--- config.mk ---
export PLATFORM = sky130hd
export DESIGN_NAME = lsq_head_ctrl
export DESIGN_NICKNAME = d
export VERILOG_FILES = /design/src/hw/mem_pkg.sv /design/src/hw/lsq_head_ctrl.sv
export SDC_FILE = /design/constraint.sdc
export NUM_CORES = 1
export LEC_CHECK = 0
export ABC_CLOCK_PERIOD_IN_PS = 3300
export BUFFER_PORTS_ARGS = -buffer_cell sky130_fd_sc_hd__clkbuf_2
export CELL_PAD_IN_SITES_DETAIL_PLACEMENT = 1
export CELL_PAD_IN_SITES_GLOBAL_PLACEMENT = 1
export CORE_MARGIN = 2
export CORE_UTILIZATION = 26
export CTS_BUF_LIST = sky130_fd_sc_hd__clkbuf_4
export DETAILED_ROUTE_END_ITERATION = 16
export HOLD_SLACK_MARGIN = 0.1
export PLACE_DENSITY_LB_ADDON = 0.12
export SETUP_SLACK_MARGIN = 0.05
export SYNTH_ARGS = -nofsm -noshare
export SYNTH_HDL_FRONTEND = slang
export SYNTH_SLANG_ARGS = --single-unit
--- constraint.sdc ---
create_clock -name clk -period 3.3 [get_ports clk]
set_clock_uncertainty 0.05 [all_clocks]
set_input_delay 0.99 -clock clk [delete_from_list [all_inputs] [get_ports clk]]
set_output_delay 0.99 -clock clk [all_outputs]
set_load 0.03 [all_outputs]
--- src/hw/mem_pkg.sv ---
package mem_pkg;

    // Queue geometry
    localparam int LSQ_DEPTH = 4;  // One slot stays empty, so three entries fit
    localparam int LSQ_PTR_W = 2;
    localparam int MEM_WORDS = 256;

    // Reorder-buffer tag, zero means no pending producer
    typedef logic [3:0] rob_tag_t;

    typedef logic [31:0] word_t;

    // Word address into the data memory
    typedef logic [7:0] addr_t;

    typedef logic [LSQ_PTR_W-1:0] ptr_t;

    // Head controller states
    typedef enum logic [1:0] {
        HEAD_IDLE,
        HEAD_LOAD_READ,   // Memory read in flight
        HEAD_LOAD_SEND    // Result offered to the CDB controller
    } head_state_t;

endpackage

--- src/hw/lsq_head_ctrl.sv ---
module lsq_head_ctrl (
    input  logic              clk,
    input  logic              reset,
    input  logic              head_valid,
    input  logic              head_ready,
    input  logic              head_load,
    input  mem_pkg::rob_tag_t head_tag,
    input  mem_pkg::addr_t    head_addr,
    input  mem_pkg::word_t    head_data,
    input  logic              commit_valid,
    input  mem_pkg::rob_tag_t commit_tag,
    input  mem_pkg::word_t    mem_rdata,
    input  logic              load_ready,
    output logic              deq,
    output logic              commit_ready,
    output logic              mem_we,
    output logic              mem_re,
    output mem_pkg::addr_t    mem_addr,
    output mem_pkg::word_t    mem_wdata,
    output logic              load_valid,
    output mem_pkg::rob_tag_t load_tag,
    output mem_pkg::word_t    load_data
);

    mem_pkg::head_state_t state, state_next;
    logic                 head_go;
    logic                 store_go, load_go;

    assign head_go  = (state == mem_pkg::HEAD_IDLE) && head_valid && head_ready;
    // Store only writes once the ROB commits this exact entry
    assign store_go = head_go && !head_load && commit_valid && (commit_tag == head_tag);
    assign load_go  = head_go && head_load;

    assign commit_ready = store_go;
    assign mem_we       = store_go;
    assign mem_re       = load_go;
    assign deq          = store_go || load_go;
    assign mem_addr     = head_addr;
    assign mem_wdata    = head_data;
    assign load_valid   = (state == mem_pkg::HEAD_LOAD_SEND);

    always_comb begin
        state_next = state;
        case (state)
            mem_pkg::HEAD_IDLE:      if (load_go) state_next = mem_pkg::HEAD_LOAD_READ;
            mem_pkg::HEAD_LOAD_READ: state_next = mem_pkg::HEAD_LOAD_SEND;
            mem_pkg::HEAD_LOAD_SEND: if (load_ready) state_next = mem_pkg::HEAD_IDLE;
            default:                 state_next = mem_pkg::HEAD_IDLE;
        endcase
    end

    always_ff @(posedge clk) begin
        if (reset) begin
            state <= mem_pkg::HEAD_IDLE;
        end else begin
            state <= state_next;
        end
    end

    // Result registers hold through back-pressure
    always_ff @(posedge clk) begin
        if (load_go) begin
            load_tag <= head_tag;  // Head moves on after the pop
        end
        if (state == mem_pkg::HEAD_LOAD_READ) begin
            load_data <= mem_rdata;
        end
    end

    a_load_stable: assert property (@(posedge clk) disable iff (reset)
        load_valid && !load_ready |=> load_valid && $stable(load_tag) && $stable(load_data));

endmodule

==> out/results.ini, run 1 <==
[critical_path]
r2r_start = state[1]$_SDFFE_PP0P_
regToRegSetupSlack_ps = 1980
arrival_ps = 1830
crit_required_ps = 2260
crit_type = in -> out
start_kind = input port
critPathCaptureType = primary output
r2r_cells = 2
r2r_end = load_data[19]$_DFFE_PN_
crit_fanout = 5

[placed_design]
numPortBuffers = 87
pre_cts_ws_ps = 415
place_inst = 219
hpwlAfterDp_um = 2560
place.gp.congestion = 0.737

[clocking]
postCtsSetupBuffers = 0
hold_buffers = 0
clk_latency_ps = 330
numClockSinks = 38
post_cts_resized = 0
clkTransAtPathRegs_ps = 110
tritoncts = done
clk_path_buf_depth = 2
cts_htree_levels = 2
cts_root_buf = clkbuf_4
cts_buffers = 5

[sta]
fin_crit_sh_pct = 87.0
slew_headroom_pct = 72.9
setup_viol = 0
period_needed_ps = 2870
finalHoldViolCount = 0
fmax_mhz = 348
grt_setup_unrepaired = no
worst_slew_pin_slew_ps = 407
worst_slack_ps = 430
slew_violations = 0
finalSetupTns_ps = 0

[synthesis]
ys_seq_elements = 38
synth_top_cell_by_area = edfxtp_1
ys_types = 14
avgSynthCellArea_um2 = 15.9
synth_area_mm2 = 0.00155
ys_warn_count = 0
synth_top_area_share_pct = 70.0
seq_area_frac_synth_pct = 72.6
synth_nets = 184
synth_cells = 97
synthTopCellsByArea = edfxtp_1 (70%), buf_4 (20%), dfxtp_1 (2.6%), xnor2_1 (2.3%), and4bb_1 (0.81%)

[floorplanning]
fp.dieW_um = 81.1
die_h_um = 81.1
io_pins = 168
dieArea_mm2 = 0.00658
row_count = 28
start_util_pct = 26.6
core-area_mm2 = 0.00582

[hold_path]
min_to = state[1]$_SDFFE_PP0P_
hp-start = state[0]$_SDFFE_PP0P_
hold_path.class = reg -> reg
holdPathStages = 3

[global_routing]
grt_pass1_vias = 918
grt_use_total_pct = 9.09
grt_overflow_total = 0
grt_pass1_wl_um = 4400
grt_max_degree = 33
antenna_found_initial = 0

[route]
drc = 0
met3_length_um = 462
drt_iter0_markers = 18
wl_per_cell_um = 14.1
wirelength_um = 3200
vias = 894
m1WireLength_um = 955
first_pass_iters = 4
ant_nets = 0
highest_layer = met4
via_per_inst = 3.94
wl_met2_um = 1670

[finish]
nets = 238
drive_gt1_share_pct = 63.2
instances_no_fill = 227
area_delta_synth_final_pct = 19.9
antenna_cells = 0

[pwr]
p_per_area_mw_per_mm2 = 497
vdd_ir_drop_max_mv = 0.136
leakagePower_nw = 0.806

[job]
cap_violations = 0

[status]
outcome = finished clean

==> final cells by class <==
class / count / area [um^2]
Clock buffer: 6 / 45.0
Clock inverter: 2 / 33.8
Fill cell: 674 / 3960
Inverter: 2 / 7.51
Multi-Input combinational cell: 16 / 109
Sequential cell: 38 / 1120
Tap cell: 75 / 93.8
Timing Repair Buffer: 88 / 443
==> cell usage in the layout, fill, tap and decap left out <==
master     netlist  final
nor2_1           3      3
clkbuf_2         0     87
and2b_1          1      1
nand3_1          2      2
nand2_1          1      1
edfxtp_1        36     36
and4bb_1         1      1
bufinv_16        0      1
clkinv_1         0      1
dfxtp_1          2      2
a21oi_1          1      1
o21ai_2          1      1
clkbuf_4         0      6
buf_4           41      1
xnor2_1          4      4
inv_1            2      2
nor2b_1          1      1
nand4b_1         1      1
==> registers in the layout (all words and copies together) (netlist names) <==
register	cells
state	2
load_tag	4
load_data	32
==> routing by layer <==
metal	GRT usage [%]	up-vias
met2	15.2	83
met3	5.67	13
met1	7.99	395
li1	-	403
met5	0	-
met4	6.27	0
==> power breakdown <==
part / total (mW) / internal (mW) / switching, mW / leakage [nW]
logic: 0.0711 / 0.0307 / 0.0404 / 0.420
registers: 0.540 / 0.538 / 0.00242 / 0.343
clock network: 0.309 / 0.166 / 0.143 / 0.0433
==> synthesized netlist by cell type, drive strengths merged <==
master	instances
buf	41
nand4b	1
o21ai	1
and4bb	1
nor2	3
edfxtp	36
xnor2	4
inv	2
nand2	1
and2b	1
a21oi	1
dfxtp	2
nand3	2
nor2b	1
==> worst max-delay path, cell delays in order <==
cell      delay (ps)
clkbuf_2          70
and4bb_1         250
nand2_1          110
inv_1            170
clkbuf_2         240
==> through the flow <==
step / utilization, % / hold slack (ps) / power (mW) / cell area (um^2)
finish: 31.9 / 591 / 0.920 / 1850
detailed placement: 30.5 / 592 / 0.624 / 1770
global placement: 30.5 / 579 / 0.621 / 1770
floorplan: - / 652 / 0.674 / 1550
CTS: 31.9 / 607 / 0.943 / 1850
global route: 31.9 / 636 / 0.966 / 1850
==> worst max path at each step <==
stage | from | end | slack [ps] | cells past startpoint
finish | head_ready | mem_re | 430 | 5
global route | head_valid | mem_re | 360 | 5
CTS | head_ready | mem_re | 410 | 5
detailed placement | head_ready | mem_re | 410 | 5
global placement | head_ready | mem_re | 460 | 5
floorplan | head_ready | mem_we | 240 | 4
==> cells by family (layout without fill, tap and decap cells) <==
family                    after synthesis  in the layout  synth area share [%]
buffers and inverters                  43             98                  20.4
DFF                                    38             38                  72.6
AOI/OAI and AO/OA                       2              2                 0.890
and+or+nand+nor                        10             10                  3.89
xor gates and xnor gates                4              4                  2.27
(Power assumes the default switching activity.)
==> run 2: changes to the inputs <==
--- a/config.mk
+++ b/config.mk
@@ -5,12 +5,13 @@
 export SDC_FILE = /design/constraint.sdc
 export NUM_CORES = 1
 export LEC_CHECK = 0
-export ABC_CLOCK_PERIOD_IN_PS = 3300
+export ABC_CLOCK_PERIOD_IN_PS = 3100
 export BUFFER_PORTS_ARGS = -buffer_cell sky130_fd_sc_hd__clkbuf_2
 export CELL_PAD_IN_SITES_DETAIL_PLACEMENT = 1
 export CELL_PAD_IN_SITES_GLOBAL_PLACEMENT = 1
+export CORE_ASPECT_RATIO = 0.75
 export CORE_MARGIN = 2
-export CORE_UTILIZATION = 26
+export CORE_UTILIZATION = 25
 export CTS_BUF_LIST = sky130_fd_sc_hd__clkbuf_4
 export DETAILED_ROUTE_END_ITERATION = 16
 export HOLD_SLACK_MARGIN = 0.1
==> constraint.sdc (replaced) <==
create_clock -name clk -period 3.1 [get_ports clk]
set_clock_uncertainty 0.05 [all_clocks]
set_input_delay 0.93 -clock clk [delete_from_list [all_inputs] [get_ports clk]]
set_output_delay 0.93 -clock clk [all_outputs]
set_load 0.03 [all_outputs]
==> out/results.ini, run 2 (same netlist as run 1, synthesis figures left out) <==
[sta]
finalSetupTns_ps = 0  ; unchanged
finalHoldViolCount = 0  ; unchanged
grt_setup_unrepaired = no
worst_slew_pin_slew_ps = 434  ; +27.8 ps
slew_violations = 0  ; unchanged
slew_headroom_pct = 71.0  ; -1.9 points
fin_crit_sh_pct = 89.2
fmax_mhz = 362
period_needed_ps = 2770
hold_slack_ps = 603  ; +12.3 ps
setup_viol = 0  ; unchanged

[clocking]
clk_path_buf_depth = 2  ; unchanged
clk_latency_ps = 320  ; about the same
tritoncts = done
hold_buffers = 0  ; unchanged
cts_htree_levels = 2  ; unchanged
cts_buffers = 5  ; unchanged
clkTransAtPathRegs_ps = 110  ; about the same
numClockSinks = 38  ; unchanged
cts_root_buf = clkbuf_4
postCtsSetupBuffers = 0  ; unchanged
post_cts_resized = 0  ; unchanged

[global_routing]
grt_pass1_wl_um = 4970  ; +13%
grt_use_total_pct = 9.99  ; +0.90 points
antenna_found_initial = 0  ; unchanged
grt_overflow_total = 0  ; unchanged
grt_pass1_vias = 997  ; +8.6%
grt_max_degree = 34  ; +3.0%

[finish]
antenna_cells = 0  ; unchanged
nets = 238  ; unchanged
area_delta_synth_final_pct = 19.7
top_regs = load_data: 32 flops, load_tag: 4 flops, state: 2 flops
layout_commonest_cell = clkbuf_2
layout_common_cells = clkbuf_2 (87), edfxtp_1 (36), clkbuf_4 (5)
drive_gt1_share_pct = 62.9  ; -0.24 points
regMostFlops = load_data
largest_reg_flops = 32  ; unchanged

[pwr]
vdd_ir_drop_max_mv = 0.144  ; +6.1%
leakagePower_nw = 0.802  ; -0.57%
p_sw_share_pct = 20.8  ; +0.62 points
power_frac_seq_pct = 59.3  ; +0.6 points
pwr-share-comb_pct = 7.8  ; about the same
p_per_area_mw_per_mm2 = 525  ; +5.6%
p_clk_share_pct = 32.9  ; -0.7 points
switchingPower_mw = 0.202  ; +8.7%
p_int_mw = 0.768  ; +4.6%

[critical_path]
crit_fanout = 5  ; unchanged
arrival_ps = 1790  ; -40 ps
r2r_start = state[1]$_SDFFE_PP0P_
cp_top_family = buffers and inverters
setup.worst_path.start = head_ready
critPathSlowestCell = and4bb_1
slowest_delay_ps = 240  ; about the same
path_buf_inv = 3  ; unchanged
start_kind = input port
critPathCaptureType = primary output
crit_type = in -> out
crit_required_ps = 2120  ; -140 ps
crit_top_cell = clkbuf_2
path_cells = clkbuf_2, and4bb_1, nand2_1, inv_1, clkbuf_2

[placed_design]
place.gp.congestion = 0.696  ; -5.5%
numPortBuffers = 87  ; unchanged
hpwlAfterDp_um = 2860  ; +11%

[route]
via_per_inst = 3.90  ; -1.1%
wl_per_cell_um = 15.4  ; +9.5%
drt_iter0_markers = 21  ; +3
drc = 0  ; unchanged
first_pass_iters = 4  ; unchanged
wirelength_um = 3530  ; +10%
ant_nets = 0  ; unchanged
vias = 892  ; -0.22%

[hold_path]
hp-start = state[0]$_SDFFE_PP0P_
hold_path.class = reg -> reg

[floorplanning]
die_h_um = 72.1  ; -11%
fp.dieW_um = 94.8  ; +17%
row_count = 24  ; -14%
core-area_mm2 = 0.00589  ; +1.2%
dieArea_mm2 = 0.00683  ; +3.9%
start_util_pct = 26.3  ; -0.32 points
io_pins = 168  ; unchanged

[job]
cap_violations = 0  ; unchanged

[status]
outcome = finished clean

[run 2: path summary, 6_finish.rpt]
kind	endpoint	slack, ps	cells past startpoint
hold reg to reg	state[1]$_SDFFE_PP0P_	600	3
setup / recovery	mem_re	330	5
setup reg to reg	load_data[15]$_DFFE_PN_	1790	2
hold / removal	state[1]$_SDFFE_PP0P_	600	3
[run 2: power by group through the flow]
stage	Sequential [mW]	Clock (mW)	Combinational, mW
detailed placement	0.587	0	0.0775
global route	0.576	0.358	0.0828
floorplan	0.604	0	0.113
global placement	0.587	0	0.0752
finish	0.575	0.319	0.0759
CTS	0.575	0.339	0.0777
[run 2: cell type report]
class,count,area [um^2]
clock buffer,5,37.5
clock inverter,2,33.8
fill,664,4040
inverter,2,7.51
multi-input combinational,16,109
sequential,38,1120
tap,78,97.6
timing repair buffer,88,443
[run 2: routing by layer]
metal	global-route usage [%]	vias to the layer above	wire, um
li1	-	399	-
met3	5.50	20	543
met1	10.1	401	1160
met2	16.2	72	1720
met4	6.28	0	99
met5	0	-	0
[run 2: stage by stage]
stage / cell area (um^2) / cells / worst slack [ps] / total power [mW] / utilization, %
2_1_floorplan: 1550 / 97 / 161 / 0.718 / -
3_3_place_gp: 1780 / 222 / 372 / 0.662 / 30.2
3_5_place_dp: 1780 / 222 / 325 / 0.665 / 30.2
4_1_cts: 1850 / 229 / 325 / 0.992 / 31.4
5_1_grt: 1850 / 229 / 271 / 1.02 / 31.4
6_report: 1850 / 229 / 334 / 0.970 / 31.4
[run 2: worst reg2reg max path, stage by stage, from the launching register on]
cell	delay (ps)
dfxtp_1	340
and2b_1	190
buf_4	380
==> run 3: changes to the inputs <==
--- a/config.mk
+++ b/config.mk
@@ -16,6 +16,7 @@
 export DETAILED_ROUTE_END_ITERATION = 16
 export HOLD_SLACK_MARGIN = 0.1
 export PLACE_DENSITY_LB_ADDON = 0.12
+export RECOVER_POWER = 25
 export SETUP_SLACK_MARGIN = 0.05
 export SYNTH_ARGS = -nofsm -noshare
 export SYNTH_HDL_FRONTEND = slang
==> out/results.ini, run 3 (same netlist as run 1, synthesis figures left out) <==
[placed_design]
place.gp.congestion = 0.696  ; unchanged
numPortBuffers = 87  ; unchanged
place_inst = 222  ; unchanged
placed_cell_area_mm2 = 0.00178  ; unchanged
hpwlAfterDp_um = 2860  ; unchanged

[hold_path]
hp-start = state[0]$_SDFFE_PP0P_
hold_path.class = reg -> reg

[pwr]
vdd_ir_drop_max_mv = 0.144  ; about the same
switchingPower_mw = 0.201  ; -0.13%
power_frac_seq_pct = 59.4  ; about the same
p_sw_share_pct = 20.8  ; about the same
p_clk_share_pct = 32.9  ; about the same
leakagePower_nw = 0.783  ; -2.4%
p_int_mw = 0.768  ; about the same
p_per_area_mw_per_mm2 = 527  ; +0.44%
pwr-share-comb_pct = 7.7  ; about the same
totalPowerFinal_mw = 0.969  ; about the same

[finish]
regMostFlops = load_data
area_delta_synth_final_pct = 19.0
layout_commonest_cell = clkbuf_2
layout_common_cells = clkbuf_2 (82), edfxtp_1 (36), clkbuf_1 (6)
top_regs = load_data: 32 flops, load_tag: 4 flops, state: 2 flops
fillerInstances = 668  ; +0.60%
instances_no_fill = 229  ; unchanged
stdcell_area_mm2 = 0.00184  ; -0.54%
antenna_cells = 0  ; unchanged
drive_gt1_share_pct = 58.9  ; -4.0 points
regArea_mm2 = 0.00112  ; unchanged
multi_input_area_um2 = 109  ; unchanged
nets = 238  ; unchanged
largest_reg_flops = 32  ; unchanged

[global_routing]
antenna_found_initial = 0  ; unchanged
grt_pass1_vias = 997  ; unchanged
grt_max_degree = 34  ; unchanged
grt_pass1_wl_um = 4970  ; unchanged
grt_use_total_pct = 9.99  ; unchanged
grt_overflow_total = 0  ; unchanged

[clocking]
postCtsSetupBuffers = 0  ; unchanged
post_cts_resized = 0  ; unchanged
clkTransAtPathRegs_ps = 110  ; about the same
clk_path_buf_depth = 2  ; unchanged
clk_latency_ps = 320  ; about the same
hold_buffers = 0  ; unchanged
cts_root_buf = clkbuf_4
tritoncts = done
cts_buffers = 5  ; unchanged
numClockSinks = 38  ; unchanged
cts_htree_levels = 2  ; unchanged

[route]
wirelength_um = 3520  ; -0.20%
first_pass_iters = 4  ; unchanged
ant_nets = 0  ; unchanged
wl_per_cell_um = 15.4  ; -0.20%
via_per_inst = 3.91  ; +0.34%
drc = 0  ; unchanged
drt_iter0_markers = 19  ; -9.5%
vias = 895  ; +0.34%

[sta]
finalHoldViolCount = 0  ; unchanged
hold_slack_ps = 603  ; -0.474 ps
period_needed_ps = 2760  ; -3.37 ps
fin_crit_sh_pct = 89.1  ; -0.11 points
slew_headroom_pct = -22.0  ; -93 points
fmax_mhz = 362  ; +0.12%
slew_violations = 34  ; +34
grt_setup_unrepaired = no
finalSetupTns_ps = 0  ; unchanged
setup_viol = 0  ; unchanged
worst_slew_pin_slew_ps = 1830  ; +1390 ps

[job]
cap_violations = 1  ; +1

[critical_path]
crit_fanout = 5  ; unchanged
crit_required_ps = 2120  ; about the same
r2r_start = state[1]$_SDFFE_PP0P_
setup.worst_path.start = head_ready
critPathCaptureType = primary output
start_kind = input port
arrival_ps = 1780  ; about the same
regToRegSetupSlack_ps = 800  ; -990 ps
crit_type = in -> out

[floorplanning]
core-area_mm2 = 0.00589  ; unchanged
dieArea_mm2 = 0.00683  ; unchanged
io_pins = 168  ; unchanged
start_util_pct = 26.3  ; unchanged
fp.dieW_um = 94.8  ; unchanged
row_count = 24  ; unchanged
die_h_um = 72.1  ; unchanged

[status]
failed_checks = max-capacitance violations, max-slew violations
outcome = finished, violations left

[run 3: cell type report]
| class | count | area share (%) |
|---|---|---|
| clock buffer | 5 | 2.04 |
| inverter | 2 | 0.408 |
| multi-input combinational | 16 | 5.92 |
| sequential | 38 | 61.0 |
| tap | 78 | 5.31 |
| timing repair buffer | 88 | 23.5 |
| clock inverter | 2 | 1.84 |
[run 3: path summary, 6_finish.rpt]
kind / end / cells after the start
worst max-delay path: mem_re / 5
worst min-delay path: state[1]$_SDFFE_PP0P_ / 3
worst max register to register: load_data[15]$_DFFE_PN_ / 2
worst min register to register: state[1]$_SDFFE_PP0P_ / 3
[run 3: worst max-delay path, stage by stage]
cell and delay (ps):
clkbuf_2 70, and4bb_1 240, nand2_1 120, inv_1 180, clkbuf_2 240
[run 3: power by group through the flow]
stage / clock [mW] / sequential, mW / combinational, mW
after floorplan: 0 / 0.604 / 0.113
after global placement: 0 / 0.587 / 0.0752
after detailed placement: 0 / 0.587 / 0.0775
after CTS: 0.339 / 0.575 / 0.0777
after global routing: 0.358 / 0.577 / 0.0816
final: 0.319 / 0.576 / 0.0748
[run 3: per-stage QoR]
step / setup slack [ps] / utilization [%]
global route: 271 / 31.3
detailed placement: 325 / 30.2
global placement: 372 / 30.2
floorplan: 161 / -
CTS: 325 / 31.4
finish: 337 / 31.3
[run 3: metal layers]
layer	vias up	share of wire, %	track usage, %
li1	399	-	-
met1	404	33	10.1
met2	72	49	16.2
met3	20	15	5.50
met4	0	2.8	6.28
met5	-	0	0
